$ cat src/include/huff18_settings.svh
`ifndef HUFF18_SETTINGS_SVH
`define HUFF18_SETTINGS_SVH

// longest codeword held in the table
`define HUFF_MAX_CODE_LEN 10

// table 18 escape width
`define HUFF_LINBITS 3
`define HUFF_ESC_VALUE 15

`define HUFF_SAMPLE_WIDTH 16

`endif

$ cat src/verilog/huff18_pkg.sv
`include "huff18_settings.svh"

package huff18_pkg;

	// absolute value of one table entry, 0 to 15
	typedef logic [$clog2(`HUFF_ESC_VALUE + 1)-1:0] abs_t;

	// number of code bits collected so far
	typedef logic [$clog2(`HUFF_MAX_CODE_LEN + 1)-1:0] code_len_t;

	// first received bit sits in the msb
	typedef logic [`HUFF_MAX_CODE_LEN-1:0] code_bits_t;

	typedef logic [`HUFF_LINBITS-1:0] linval_t;

	typedef logic signed [`HUFF_SAMPLE_WIDTH-1:0] sample_t;

endpackage

$ cat src/verilog/huff18_table.sv
`timescale 1ns/1ps

module huff18_table import huff18_pkg::*; (
	input  code_bits_t code_bits,
	input  code_len_t  code_len,
	output logic       match,
	output abs_t       x_abs,
	output abs_t       y_abs
);

	logic [7:0] xy;   // {x, y}, one hex digit each

	assign x_abs = xy[7:4];
	assign y_abs = xy[3:0];

	always_comb begin
		match = 1'b1;
		xy = 8'h00;
		case (code_len)
			4'd1: begin
				case (code_bits[9])
					1'b1:    xy = 8'h00;
					default: match = 1'b0;
				endcase
			end
			4'd3: begin
				case (code_bits[9:7])
					3'b011:  xy = 8'h10;
					default: match = 1'b0;
				endcase
			end
			4'd4: begin
				case (code_bits[9:6])
					4'b0101: xy = 8'h01;
					4'b0100: xy = 8'h11;
					default: match = 1'b0;
				endcase
			end
			4'd6: begin
				case (code_bits[9:4])
					6'b001110: xy = 8'h02;
					6'b001100: xy = 8'h12;
					6'b001111: xy = 8'h20;
					6'b001101: xy = 8'h21;
					default:   match = 1'b0;
				endcase
			end
			4'd7: begin
				case (code_bits[9:3])
					7'b0010100: xy = 8'h13;
					7'b0010111: xy = 8'h22;
					7'b0010101: xy = 8'h31;
					default:    match = 1'b0;
				endcase
			end
			4'd8: begin
				case (code_bits[9:2])
					8'b00101100: xy = 8'h03;
					8'b00100011: xy = 8'h14;
					8'b00001001: xy = 8'h1f;
					8'b00100110: xy = 8'h23;
					8'b00101101: xy = 8'h30;
					8'b00100111: xy = 8'h32;
					8'b00100100: xy = 8'h41;
					8'b00011110: xy = 8'h51;
					8'b00001010: xy = 8'hf1;
					8'b00000111: xy = 8'hf2;
					8'b00000011: xy = 8'hff;   // both escaped
					default:     match = 1'b0;
				endcase
			end
			4'd9: begin
				case (code_bits[9:1])
					9'b001001010: xy = 8'h04;
					9'b000111111: xy = 8'h05;
					9'b000010001: xy = 8'h0f;
					9'b000111110: xy = 8'h15;
					9'b000110101: xy = 8'h16;
					9'b000101111: xy = 8'h17;
					9'b001000011: xy = 8'h24;
					9'b000111010: xy = 8'h25;
					9'b000010000: xy = 8'h2f;
					9'b001000101: xy = 8'h33;
					9'b001000000: xy = 8'h34;
					9'b001001011: xy = 8'h40;
					9'b001000100: xy = 8'h42;
					9'b001000001: xy = 8'h43;
					9'b000001001: xy = 8'h4f;
					9'b001000010: xy = 8'h50;
					9'b000111011: xy = 8'h52;
					9'b000111000: xy = 8'h53;
					9'b000110110: xy = 8'h61;
					9'b000110100: xy = 8'h62;
					9'b000110000: xy = 8'h71;
					9'b000001100: xy = 8'hf0;
					9'b000001011: xy = 8'hf3;
					9'b000001010: xy = 8'hf4;
					default:      match = 1'b0;
				endcase
			end
			4'd10: begin
				case (code_bits[9:0])
					10'b0001101110: xy = 8'h06;
					10'b0001011101: xy = 8'h07;
					10'b0001010011: xy = 8'h18;
					10'b0001001011: xy = 8'h19;
					10'b0001000100: xy = 8'h1a;
					10'b0001100111: xy = 8'h26;
					10'b0001011010: xy = 8'h27;
					10'b0001001000: xy = 8'h29;
					10'b0001110010: xy = 8'h35;
					10'b0001100011: xy = 8'h36;
					10'b0001010111: xy = 8'h37;
					10'b0000011010: xy = 8'h3f;
					10'b0001110011: xy = 8'h44;
					10'b0001100101: xy = 8'h45;
					10'b0001100110: xy = 8'h54;
					10'b0000010000: xy = 8'h5f;
					10'b0001101111: xy = 8'h60;
					10'b0001100100: xy = 8'h63;
					10'b0000001010: xy = 8'h6f;
					10'b0001100010: xy = 8'h70;
					10'b0001011011: xy = 8'h72;
					10'b0001011000: xy = 8'h73;
					10'b0000001000: xy = 8'h7f;
					10'b0001010101: xy = 8'h80;
					10'b0001010100: xy = 8'h81;
					10'b0001010001: xy = 8'h82;
					10'b0000000111: xy = 8'h8f;
					10'b0001001100: xy = 8'h91;
					10'b0001001001: xy = 8'h92;
					10'b0001000011: xy = 8'ha2;
					10'b0000000100: xy = 8'haf;
					10'b0000010001: xy = 8'hf5;
					10'b0000001011: xy = 8'hf6;
					10'b0000001001: xy = 8'hf7;
					default:        match = 1'b0;
				endcase
			end
			default: match = 1'b0;   // no codes of length 2 or 5
		endcase
	end

endmodule

$ cat src/verilog/hcode_matcher.sv
`timescale 1ns/1ps
`include "huff18_settings.svh"

module hcode_matcher import huff18_pkg::*; (
	input  logic       clk,
	input  logic       rst,
	input  logic       in_valid,
	input  logic       in_bit,
	input  logic       pair_done,
	output code_bits_t code_bits,
	output code_len_t  code_len,
	input  logic       match,
	input  abs_t       x_abs,
	input  abs_t       y_abs,
	output logic       pair_valid,
	output abs_t       held_x_abs,
	output abs_t       held_y_abs,
	output logic       tail_valid,
	output logic       tail_bit,
	output logic       code_error
);

	code_bits_t code_q;
	code_len_t  count;
	logic       code_strobe;
	logic       code_full;

	// a bit in the release cycle already belongs to the next codeword
	assign code_strobe = in_valid && (!pair_valid || pair_done);
	assign tail_valid = in_valid && pair_valid && !pair_done;
	assign tail_bit = in_bit;

	assign code_full = (count == code_len_t'(`HUFF_MAX_CODE_LEN - 1));

	// table sees the code as it stands after the incoming bit
	assign code_len = count + 1'b1;

	always_comb begin
		code_bits = code_q;
		code_bits[`HUFF_MAX_CODE_LEN - 1 - count] = in_bit;
	end

	always_ff @(posedge clk) begin
		if (rst) begin
			count <= '0;
			pair_valid <= 1'b0;
			code_error <= 1'b0;
		end else begin
			code_error <= 1'b0;
			if (pair_done)
				pair_valid <= 1'b0;
			if (code_strobe) begin
				if (match) begin
					pair_valid <= 1'b1;
					count <= '0;
				end else if (code_full) begin
					count <= '0;          // give up and restart matching
					code_error <= 1'b1;
				end else begin
					count <= count + 1'b1;
				end
			end
		end
	end

	// stale low bits are never looked at, the table slices by length
	always_ff @(posedge clk) begin
		if (code_strobe && !match)
			code_q <= code_bits;
		if (code_strobe && match) begin
			held_x_abs <= x_abs;
			held_y_abs <= y_abs;
		end
	end

endmodule

$ cat src/verilog/tail_parser.sv
`timescale 1ns/1ps
`include "huff18_settings.svh"

module tail_parser import huff18_pkg::*; (
	input  logic    clk,
	input  logic    rst,
	input  logic    pair_valid,
	input  abs_t    x_abs,
	input  abs_t    y_abs,
	input  logic    tail_valid,
	input  logic    tail_bit,
	output logic    pair_done,
	output sample_t x_val,
	output sample_t y_val
);

	localparam int CNT_W = $clog2(`HUFF_LINBITS + 1);
	localparam logic [CNT_W-1:0] LIN_FULL = `HUFF_LINBITS;

	logic [CNT_W-1:0] x_lin_cnt, y_lin_cnt;
	logic             x_sign_seen, y_sign_seen;
	linval_t          x_lin, y_lin;
	logic             x_sign, y_sign;
	logic             x_esc, y_esc;
	logic             x_lin_open, x_sign_open;
	logic             y_lin_open, y_sign_open;
	sample_t          x_mag, y_mag;

	assign x_esc = (x_abs == abs_t'(`HUFF_ESC_VALUE));
	assign y_esc = (y_abs == abs_t'(`HUFF_ESC_VALUE));

	// fields still waiting for bits
	assign x_lin_open = x_esc && (x_lin_cnt != LIN_FULL);
	assign x_sign_open = (x_abs != '0) && !x_sign_seen;
	assign y_lin_open = y_esc && (y_lin_cnt != LIN_FULL);
	assign y_sign_open = (y_abs != '0) && !y_sign_seen;

	assign pair_done = pair_valid && !x_lin_open && !x_sign_open
		&& !y_lin_open && !y_sign_open;

	always_ff @(posedge clk) begin
		if (rst || pair_done) begin
			x_lin_cnt <= '0;
			y_lin_cnt <= '0;
			x_sign_seen <= 1'b0;
			y_sign_seen <= 1'b0;
		end else if (tail_valid) begin
			if (x_lin_open)
				x_lin_cnt <= x_lin_cnt + 1'b1;
			else if (x_sign_open)
				x_sign_seen <= 1'b1;
			else if (y_lin_open)
				y_lin_cnt <= y_lin_cnt + 1'b1;
			else if (y_sign_open)
				y_sign_seen <= 1'b1;
		end
	end

	// linbits arrive msb first
	always_ff @(posedge clk) begin
		if (tail_valid) begin
			if (x_lin_open)
				x_lin <= {x_lin[`HUFF_LINBITS-2:0], tail_bit};
			else if (x_sign_open)
				x_sign <= tail_bit;
			else if (y_lin_open)
				y_lin <= {y_lin[`HUFF_LINBITS-2:0], tail_bit};
			else if (y_sign_open)
				y_sign <= tail_bit;
		end
	end

	assign x_mag = sample_t'(x_abs) + (x_esc ? sample_t'(x_lin) : sample_t'(0));
	assign y_mag = sample_t'(y_abs) + (y_esc ? sample_t'(y_lin) : sample_t'(0));

	assign x_val = x_sign ? -x_mag : x_mag;   // zero magnitude stays zero
	assign y_val = y_sign ? -y_mag : y_mag;

endmodule

$ cat src/verilog/huff18_decoder.sv
`timescale 1ns/1ps

module huff18_decoder import huff18_pkg::*; (
	input  logic    clk,
	input  logic    rst,
	input  logic    in_valid,
	input  logic    in_bit,
	output logic    out_valid,
	output sample_t x_val,
	output sample_t y_val,
	output logic    code_error
);

	code_bits_t code_bits;
	code_len_t  code_len;
	logic       match;
	abs_t       tbl_x_abs, tbl_y_abs;
	logic       pair_valid;
	abs_t       held_x_abs, held_y_abs;
	logic       tail_valid;
	logic       tail_bit;
	logic       pair_done;

	assign out_valid = pair_done;   // release cycle is the output cycle

	hcode_matcher i_matcher (
		.clk        (clk),
		.rst        (rst),
		.in_valid   (in_valid),
		.in_bit     (in_bit),
		.pair_done  (pair_done),
		.code_bits  (code_bits),
		.code_len   (code_len),
		.match      (match),
		.x_abs      (tbl_x_abs),
		.y_abs      (tbl_y_abs),
		.pair_valid (pair_valid),
		.held_x_abs (held_x_abs),
		.held_y_abs (held_y_abs),
		.tail_valid (tail_valid),
		.tail_bit   (tail_bit),
		.code_error (code_error)
	);

	huff18_table i_table (
		.code_bits (code_bits),
		.code_len  (code_len),
		.match     (match),
		.x_abs     (tbl_x_abs),
		.y_abs     (tbl_y_abs)
	);

	tail_parser i_parser (
		.clk        (clk),
		.rst        (rst),
		.pair_valid (pair_valid),
		.x_abs      (held_x_abs),
		.y_abs      (held_y_abs),
		.tail_valid (tail_valid),
		.tail_bit   (tail_bit),
		.pair_done  (pair_done),
		.x_val      (x_val),
		.y_val      (y_val)
	);

endmodule

$ cat config.mk
export PLATFORM = sky130hd
export DESIGN_NAME = huff18_decoder
export DESIGN_NICKNAME = d
export VERILOG_FILES = /design/src/verilog/huff18_pkg.sv /design/src/verilog/huff18_table.sv /design/src/verilog/hcode_matcher.sv /design/src/verilog/tail_parser.sv /design/src/verilog/huff18_decoder.sv
export VERILOG_INCLUDE_DIRS = /design/src /design/src/include
export SDC_FILE = /design/constraint.sdc
export NUM_CORES = 1
export LEC_CHECK = 0
export ABC_AREA = 1
export BUFFER_PORTS_ARGS = -buffer_cell sky130_fd_sc_hd__clkbuf_2
export CAP_MARGIN = 20
export CORE_MARGIN = 8
export CORE_UTILIZATION = 25
export CTS_CLUSTER_SIZE = 30
export DETAILED_ROUTE_END_ITERATION = 10
export GPL_TIMING_DRIVEN = 0
export MAX_ROUTING_LAYER = met4
export PLACE_DENSITY = 0.48
export SYNTH_ARGS = -nofsm -noshare
export SYNTH_HDL_FRONTEND = slang
export SYNTH_HIERARCHICAL = 1
export SYNTH_SLANG_ARGS = --single-unit
export TNS_END_PERCENT = 20
$ cat constraint.sdc
create_clock -name clk -period 4.6 [get_ports clk]
set_input_delay 0.46 -clock clk [delete_from_list [all_inputs] [get_ports clk]]
set_output_delay 0.46 -clock clk [all_outputs]
set_load 0.03 [all_outputs]
==> metrics, run 1 <==
status=complete, no violations; syn avg cell area=a little over 6 um2; Multi-input gate area=around 0.003 mm2; fillers=1986; Mapped Cells=744; gr usage total=a little over an eighth; initial drt markers=476; area delta synth->final=15.1%; IO buf count=37; first-pass GRT wire length=approximately 24000 um; Synth top area share=17.3%; Inst Count DP=just over 1000; area post-placement=0.00499 mm2; Gate power share=between 60% and 70%; hold crit path type=flop to flop; final wirelength=between 10000 and 15000 um; chip width=between 150 and 200 um; initial antenna violation count=0; DIE HEIGHT=around 150 um; Rows=49; Max rail drop VDD=between 0.00015 and 0.0002 V; largest area contributor in the netlist=edfxtp_1; CP peak stage delay=roughly 0.48 ns; Nets=just over 800; post-CTS sizing=3; Max Clk Rate=around 240 MHz; number of enable flip-flop cells after synthesis=26; drc violations=0; post-route ant nets=0; Net Sw Frac=a little under three fifths; async set or reset register ratio after synthesis=0%; RSZ-0062 raised after global routing=no; Clock Power Share=15.2%; DR pass1 iterations=6; Setup WS post-layout=around 0.38 ns; share of layout cells above drive strength 1=around 14%; CTS Buffer Depth=2; CTS buffer count=5; worst path cell trace=inv_1 -> ha_1 -> ha_1 -> nor2_1 -> nand3_1 -> o21ai_2 -> nand2_1 -> nor2_1 -> inv_1 -> nor2_1 -> nor2_1 -> nand3_1 -> nor2_1 -> nand3_2 -> nand2_1 -> nand3b_1 -> inv_1 -> nor2_4; final hold vios=0; critical path arrival=4.19 ns; max_cap viols=0; Pwr Density=roughly 500 mW/mm2; Top FF cell, synth=edfxtp_1; setup tns final=0 ns; Psw=between 1 and 1.5 mW; mux share of post-synthesis cell area=0%; initial cell density of the core=approximately a quarter; Vias=between 4000 and 5000; top cells by area, synth=edfxtp_1, nand2_1, nor2_1; worst hold path stage count=0; count of non-filler cells in the finished layout=approximately 1000; Layout Skew=0.00263 ns; final instance area=between 0.005 and 0.006 mm2; Synth Area in Compound Gates=under 10%; minimum clock period after layout=about 4.2 ns; routability cong.=~0.95; fin crit share=about nine tenths; leak pwr=about 2.5 nW; Top Ports=38; DIE AREA=approximately 0.023 mm2; final setup violation count=0; top post-synthesis cells by count=nand2_1, nor2_1, inv_1; Crit path required time=between 4 and 5 ns; CTS tree=yes; GR Overflow Total=0; max_slew headroom=33.6%; sequential power share=roughly a fifth; Critical Path End Type=flop; simple-gate share of the synthesized area=roughly half; worst slew pin tran=between 0.9 and 1 ns; HPWL after detailed placement=between 10000 and 15000 um; vias in the first global route=about 4700; most common cell in the netlist=nand2_1; synth unique cells=45; Crit Path Max Fanout=8; clk slew on worst S/H paths=approximately 0.06 ns; register area share after synthesis=between 20 and 25%; Post-CTS Setup Bufs=0; Storage cell area=roughly 0.001 mm2; XOR/XNOR share of the synthesized area=under 10%; Hold Worst Slack=between 0.4 and 0.5 ns; CP startpoint kind=flop; Core Area=about 0.018 mm2; worst skew pair latency=between 0.2 and 0.3 ns; crit-path most repeated cell=nor2_1; slowest CP cell=dfxtp_1; clk root buf=clkbuf_16; Seq cells post-synth=38; # diodes=0; largest net degree at the start of global routing=13; Setup WS pre-CTS=-0.383 ns; H-tree depth=2; Yosys warnings=6; Cell Area, Synth=about 0.0045 mm2; Via density=about 4.8; crit path kind=flop to flop; Power Internal=between 1 and 1.5 mW; largest family of logic cells by synthesized area=simple AND/OR/NAND/NOR gates; Sink Count=38; Max Slew Vio Count=0; Post-Syn Nets=769; r2r worst-path depth=18; Synth Area in Adders=about 6.2%; per-cell routed wire length=around 14 um; Post-CTS Hold Buffers=0
-- critical path, delay by kind of cell (launching register included) --
family	cells	cell delay, ns
AND/OR/NAND/NOR	12	2.07
buffers and inverters	3	0.39
AO/OA/AOI/OAI	1	0.40
flip-flops	1	0.48
adder cells (fa/ha/maj)	2	0.53
-- registers in the layout, summed over array words and instances, names as in the netlist, 2 cells and up --
signal / count
i_matcher/code_q: 10
i_matcher/count: 4
i_matcher/held_x_abs: 4
i_matcher/held_y_abs: 4
i_parser/x_lin: 3
i_parser/x_lin_cnt: 2
i_parser/y_lin: 3
i_parser/y_lin_cnt: 2
-- final timing paths --
kind | startpoint | to | slack [ns]
hold reg to reg | i_parser/x_lin[0]$_DFFE_PP_ | i_parser/x_lin[1]$_DFFE_PP_ | 0.45
setup reg to reg | i_matcher/count[1]$_SDFFE_PP0P_ | i_matcher/held_y_abs[2]$_DFFE_PP_ | 0.38
hold / removal | i_parser/x_lin[0]$_DFFE_PP_ | i_parser/x_lin[1]$_DFFE_PP_ | 0.45
setup / recovery | i_matcher/count[1]$_SDFFE_PP0P_ | i_matcher/held_y_abs[2]$_DFFE_PP_ | 0.38
-- power by group through the flow --
stage                     combinational (mW)  sequential (mW)  clock, mW
after floorplan                         1.24            0.529          0
after global placement                  1.69            0.545          0
after detailed placement                1.67            0.544          0
after CTS                               1.68            0.537      0.418
after global routing                    1.90            0.547      0.431
final                                   1.72            0.536      0.404
-- cell families (layout without fill, tap and decap cells) --
logic type | count (synthesis) | count (layout)
and+or+nand+nor | 484 | 484
adders and majority gates | 21 | 21
AOI/OAI and AO/OA | 73 | 73
xor gates and xnor gates | 6 | 6
DFF | 38 | 38
buffers and inverters | 122 | 167
-- through the flow --
step / util [%] / power (mW)
after global placement: 28.0 / 2.23
final: 29.1 / 2.66
after detailed placement: 28.0 / 2.21
after CTS: 29.0 / 2.63
after floorplan: - / 1.77
after global routing: 29.1 / 2.88
-- cell usage in the layout (no fill, tap or decap), types with 4 or more instances in the layout --
master,instances
a21oi_1,24
buf_4,18
clkbuf_16,5
clkbuf_2,37
dfxtp_1,12
edfxtp_1,26
ha_1,19
inv_1,96
nand2_1,188
nand2_2,8
nand3_1,80
nand4_1,19
nor2_1,138
nor2_2,11
nor2_4,9
nor3_1,14
o211ai_1,4
o21ai_0,17
o21ai_1,7
o21ai_2,4
xor2_1,4
-- layout make-up --
| class | count | area share (%) |
|---|---|---|
| buffer | 23 | 3.18 |
| clock buffer | 7 | 2.75 |
| clock inverter | 1 | 0.578 |
| inverter | 99 | 7.20 |
| multi-input combinational | 584 | 57.6 |
| sequential | 38 | 19.6 |
| tap | 229 | 5.51 |
| timing repair buffer | 37 | 3.56 |
-- routing by layer --
layer	global-route usage [%]	wire length, um	up-vias
met4	4.45	300	0
met3	1.62	904	20
met5	-	0	-
met2	21.3	6420	163
li1	-	-	2490
met1	16.8	6670	2202
Power figures use the tool's default switching activity.
==> inputs of run 2 (changes only) <==
Settings changed: ABC_AREA 1 to 0, MAX_ROUTING_LAYER met4 to not set.
==> run 2 against run 1 <==
  * Core utilization grew 0.88 points
  * Sequential power is 16% lower
  * Register-to-register slack got worse by 0.28 ns
  * Combinational power is 45% lower
  * Die area decreased by 3.9%
  * Via count decreased by 9.5%
  * Setup slack got worse by 0.28 ns
  * Largest power group unchanged
  * Cell count decreased by 21%
  * Critical path depth unchanged
  * Global-route usage fell by 0.27 points
==> metrics, run 2 <==
IO buf count=37; final setup violation count=0; max_slew headroom=between 40% and 50%; initial cell density of the core=about a quarter; Core Util, Final=between 30% and 40%; final hold vios=0; worst skew pair latency=0.28 ns; final wirelength=roughly 14000 um; largest register by flop count=i_matcher/code_q; initial antenna violation count=1; status=complete, no violations; worst hold path stage count=0; minimum clock period after layout=around 4.5 ns; Top Ports=38; drc violations=0; Synth top area share=about 18%; clk root buf=clkbuf_16; per-cell routed wire length=approximately 18 um; Vias=4410; first-pass GRT wire length=between 20000 and 25000 um; routability cong.=1.01; Via density=~5.5; fin crit share=between 90% and 100%; CTS buffer count=5; commonest non-fill, non-tap cell in the layout=nand2_1; Post-Syn Nets=around 560; # diodes=0; Max Clk Rate=~220 MHz; DR pass1 iterations=5; most common cell in the netlist=nand2_1; CP peak stage delay=0.51 ns; Pwr Density=around 360 mW/mm2; Sink Count=38; Yosys warnings=6; RSZ-0062 raised after global routing=no; HPWL after detailed placement=between 10000 and 15000 um; critical path arrival=4.66 ns; CP startpoint kind=flop; max reg flops=10; Post-CTS Hold Buffers=0; post-route ant nets=0; GR Overflow Total=0; area post-placement=between 0.004 and 0.005 mm2; Buf/Inv on CP=5; Top FF cell, synth=edfxtp_1; Layout Skew=0.00830 ns; share of layout cells above drive strength 1=about a quarter; max_cap viols=0; clk slew on worst S/H paths=0.06 ns; Crit Path Max Fanout=10; Max rail drop VDD=between 0.0001 and 0.00015 V; worst path cell trace=inv_1 -> ha_1 -> ha_1 -> buf_6 -> nand2_1 -> nor3_1 -> mux2_2 -> buf_2 -> or4b_1 -> buf_2 -> o31ai_1 -> a221o_1 -> nor4_4 -> o2111ai_4 -> buf_4 -> a211oi_1 -> o31ai_1 -> a21oi_1; DIE AREA=~0.022 mm2; r2r worst-path depth=18; register area share after synthesis=23.6%; initial drt markers=371; Crit path required time=4.76 ns; Hold EP=i_parser/x_lin[1]$_DFFE_PP_; Nets=around 600; Max Slew Vio Count=0; top post-synthesis cells by count=nand2_1, nor2_1, a21oi_1; final instance area=between 0.005 and 0.006 mm2; Mapped Cells=530; area delta synth->final=18.9%; crit path kind=flop to flop; FF-to-FF Start=i_matcher/count[1]$_SDFFE_PP0P_; Crit path max-delay family=compound AO/OA/AOI/OAI gates; async set or reset register ratio after synthesis=0%; DIE HEIGHT=between 100 and 150 um; Core Area=0.0171 mm2; FF-to-FF setup slack=around 0.10 ns; gr usage total=roughly 13%; most frequent cells in the layout=nand2_1, clkbuf_2, nor2_1; largest net degree at the start of global routing=14; Critical Path End Type=flop; worst slew pin tran=a little over 0.8 ns; Rows=between 40 and 50; CTS Buffer Depth=2; CTS tree=yes; largest area contributor in the netlist=edfxtp_1; Cell Area, Synth=between 0.004 and 0.005 mm2; setup tns final=0 ns; hold_sp=i_parser/x_lin[0]$_DFFE_PP_; RR Endpoint=i_matcher/count[2]$_SDFFE_PP0P_; chip width=around 150 um; vias in the first global route=around 4300; Seq cells post-synth=38; H-tree depth=2; slowest CP cell=o31ai_1; number of enable flip-flop cells after synthesis=26; synth unique cells=between 80 and 90; top cells by area, synth=edfxtp_1, dfxtp_1, ha_1; leak pwr=around 1.9 nW; syn avg cell area=between 8 and 9 um2; hold crit path type=flop to flop
run 2: per-stage QoR:
step                      std cells  total power, mW  worst slack (ns)  hold slack [ns]
after detailed placement        792             1.33            -0.786            0.441
final                           803             1.84             0.102            0.451
after global routing            803             1.95           0.00816            0.455
after floorplan                 530             1.09             0.438            0.417
after CTS                       801             1.82           -0.0118            0.447
after global placement          792             1.33            -0.788            0.433
run 2: worst max path at each step:
stage,startpoint,end,depth (start not counted)
global placement,i_matcher/count[1]$_SDFFE_PP0P_,i_matcher/code_q[5]$_DFFE_PP_,14
detailed placement,i_matcher/count[1]$_SDFFE_PP0P_,i_matcher/code_q[0]$_DFFE_PP_,14
CTS,i_matcher/count[1]$_SDFFE_PP0P_,i_matcher/count[0]$_SDFFE_PP0P_,17
finish,i_matcher/count[1]$_SDFFE_PP0P_,i_matcher/count[2]$_SDFFE_PP0P_,18
floorplan,i_matcher/count[1]$_SDFFE_PP0P_,i_matcher/held_x_abs[0]$_DFFE_PP_,16
global route,i_matcher/count[1]$_SDFFE_PP0P_,i_matcher/count[2]$_SDFFE_PP0P_,19
run 2: logic make-up after synthesis:
group / after synthesis / synth area share (%)
XOR/XNOR: 18 / 3.65
flip-flops: 38 / 23.6
adder cells (fa/ha/maj): 21 / 6.43
multiplexers: 15 / 4.05
buffers and inverters: 80 / 9.30
AND/OR/NAND/NOR: 220 / 29.9
AO/OA/AOI/OAI: 138 / 23.0
run 2: final cells by class:
cell class | count | area (um2)
timing repair buffer | 41 | 215
buffer | 53 | 330
clock buffer | 5 | 125
tap | 225 | 282
inverter | 26 | 97.6
fill | 1847 | 12000
sequential | 38 | 1030
clock inverter | 3 | 68.8
multi-input combinational | 412 | 2990
run 2: routing by layer:
metal	up-vias	GRT usage, %	share of wire (%)
met1	2091	16.4	44
met2	207	20.3	44
met4	2	5.97	3.9
li1	2063	-	-
met3	47	3.21	7.5
met5	-	0	0.070
run 2: worst register-to-register path, cell delays in order (launching register included):
cell and delay, ns:
dfxtp_4 0.37, inv_1 0.08, ha_1 0.20, ha_1 0.29
buf_6 0.16, nand2_1 0.06, nor3_1 0.15, mux2_2 0.38
buf_2 0.20, or4b_1 0.50, buf_2 0.22, o31ai_1 0.51
a221o_1 0.29, nor4_4 0.10, o2111ai_4 0.34, buf_4 0.19
a211oi_1 0.04, o31ai_1 0.20, a21oi_1 0.09
run 2: power by group:
part	switching, mW	internal [mW]	leakage [nW]
logic	0.629	0.315	1.45
registers	0.0289	0.419	0.341
clock network	0.135	0.311	0.0940
run 2: repair_timing:
item | in CTS | in global routing
resized for setup | 13 | 32
endpoints found under the setup margin | 24 | 24
setup buffers | 2 | 2
pin swaps | 2 | 2
==> inputs of run 3 (changes only) <==
Clock period 4.6 ns to 5.58 ns, I/O delays scaled along.
==> run 3 against run 2 <==
  * Global-route usage decreased by 0.078 points
  * First-iteration DRC count increased by 19%
  * Core utilization down 0.89 points
  * Die area unchanged
  * Sequential power is 18% lower
  * Critical path type unchanged
  * Highest routed layer is now met4
==> metrics, run 3 (synthesized netlist as in run 2, its figures left out) <==
status=complete, no violations; met2 wire length=6270 um; FF-to-FF Start=i_matcher/count[1]$_SDFFE_PP0P_; hold crit path type=flop to flop; CP startpoint kind=flop; commonest non-fill, non-tap cell in the layout=nand2_1; H-tree depth=2; CTS Buffer Depth=2; routability cong.=between 1 and 1.5; Rows=48; minimum clock period after layout=about 5.2 ns; first-pass GRT wire length=~23000 um; largest register by flop count=i_matcher/code_q; max_slew headroom=between 30 and 40%; worst slew pin tran=1.02 ns; Post-CTS Setup Bufs=0; post-route met1 wirelength=between 6000 and 7000 um; final hold vios=0; initial drt markers=440; per-cell routed wire length=~18 um; share of layout cells above drive strength 1=about a fifth; Via density=5.48; RSZ-0062 raised after global routing=no; RR Endpoint=i_matcher/code_q[5]$_DFFE_PP_; Nets=599; post-route ant nets=0; crit-path most repeated cell=buf_2; most frequent cells in the layout=nand2_1, nor2_1, clkbuf_2; CP peak stage delay=between 0.6 and 0.7 ns; max reg flops=10; Post-CTS Hold Buffers=0; CTS tree=yes; final setup violation count=0; vias in the first global route=approximately 4200; slowest CP cell=nor4_1; Max Clk Rate=between 150 and 200 MHz; DR pass1 iterations=5; crit path kind=flop to flop; CP Depth=14; post-CTS sizing=0; Crit Path Max Fanout=10; critical path arrival=a little over 5 ns; FF-to-FF setup slack=between 0.3 and 0.4 ns; Max Slew Vio Count=0; Setup WS post-layout=0.330 ns; area delta synth->final=15.3%; DIE AREA=about 0.022 mm2; Crit path max-delay family=simple AND/OR/NAND/NOR gates; largest net degree at the start of global routing=14; Top Metal Used=met4; Crit path required time=~5.5 ns; Max rail drop VDD=0.000102 V; worst setup path start=i_matcher/count[1]$_SDFFE_PP0P_; IO buf count=37; r2r worst-path depth=14; Critical Path End Type=flop; Sink Count=38; DIE HEIGHT=147 um; chip width=roughly 150 um; CP endpoint=i_matcher/code_q[5]$_DFFE_PP_; leak pwr=1.82 nW; initial antenna violation count=0; worst path cell trace=inv_1 -> ha_1 -> ha_1 -> buf_2 -> nor4b_2 -> mux2_2 -> buf_2 -> buf_2 -> clkbuf_1 -> o22ai_1 -> a221o_1 -> nor4_1 -> o2111ai_2 -> nor2_2; Buf/Inv on CP=5; CTS buffer count=5; clk root buf=clkbuf_16; Hold Worst Slack=0.451 ns; Layout Skew=~0.0084 ns; initial cell density of the core=25.2%; final wirelength=roughly 14000 um; Setup WS pre-CTS=0.194 ns; fin crit share=94.1%; HPWL after detailed placement=11000 um; Top Ports=38; Pwr Density=approximately 290 mW/mm2; Vias=between 4000 and 5000; GR Overflow Total=0; worst skew pair latency=0.28 ns; WL met3=~1100 um; gr usage total=approximately 13%; clk slew on worst S/H paths=0.06 ns; drc violations=0; Core Area=approximately 0.017 mm2; max_cap viols=0; setup tns final=0 ns; # diodes=0
==> run 3: per-layer routing <==
| metal | track usage [%] | vias up |
|---|---|---|
| met1 | 16.7 | 2093 |
| met2 | 20.3 | 201 |
| met5 | 0 | - |
| li1 | - | 2058 |
| met4 | 5.71 | 0 |
| met3 | 2.57 | 35 |
==> run 3: worst register-to-register path, cell delays in order (launching register included) <==
cell and delay, ns:
dfxtp_1 0.42, inv_1 0.12, ha_1 0.21, ha_1 0.26, buf_2 0.20, nor4b_2 0.32
mux2_2 0.22, buf_2 0.20, buf_2 0.26, clkbuf_1 0.52, o22ai_1 0.14, a221o_1 0.42
nor4_1 0.64, o2111ai_2 0.36, nor2_2 0.59
==> run 3: final cells by class <==
class | count | area (um2)
fill | 1858 | 12100
multi-input combinational | 412 | 2900
sequential | 38 | 1020
buffer | 54 | 304
tap | 225 | 282
timing repair buffer | 37 | 185
clock buffer | 5 | 125
inverter | 26 | 97.6
clock inverter | 3 | 68.8
==> run 3: through the flow <==
step | instances | util (%) | instance area (um2) | total power, mW
final | 800 | 29.1 | 4980 | 1.47
after CTS | 800 | 29.1 | 4980 | 1.47
after detailed placement | 792 | 28.0 | 4790 | 1.09
after floorplan | 530 | - | 4320 | 0.898
after global routing | 800 | 29.1 | 4980 | 1.56
after global placement | 792 | 28.0 | 4790 | 1.09
==> run 3: power breakdown <==
part / internal [mW] / leakage (nW) / total [mW] / switching, mW
combinational: 0.228 / 1.39 / 0.731 / 0.503
sequential: 0.345 / 0.339 / 0.369 / 0.0234
clock: 0.257 / 0.0940 / 0.369 / 0.112
total: 0.830 / 1.82 / 1.47 / 0.639
==> run 3: how the worst min path moves through the flow <==
| stage | start | endpoint | depth (start not counted) |
|---|---|---|---|
| after global placement | i_parser/x_lin[0]$_DFFE_PP_ | i_parser/x_lin[1]$_DFFE_PP_ | 0 |
| final | i_parser/x_lin[0]$_DFFE_PP_ | i_parser/x_lin[1]$_DFFE_PP_ | 0 |
| after CTS | i_parser/x_lin[0]$_DFFE_PP_ | i_parser/x_lin[1]$_DFFE_PP_ | 0 |
| after detailed placement | i_parser/y_lin[1]$_DFFE_PP_ | i_parser/y_lin[2]$_DFFE_PP_ | 0 |
| after floorplan | i_parser/y_lin[0]$_DFFE_PP_ | i_parser/y_lin[1]$_DFFE_PP_ | 0 |
| after global routing | i_parser/x_lin[0]$_DFFE_PP_ | i_parser/x_lin[1]$_DFFE_PP_ | 0 |
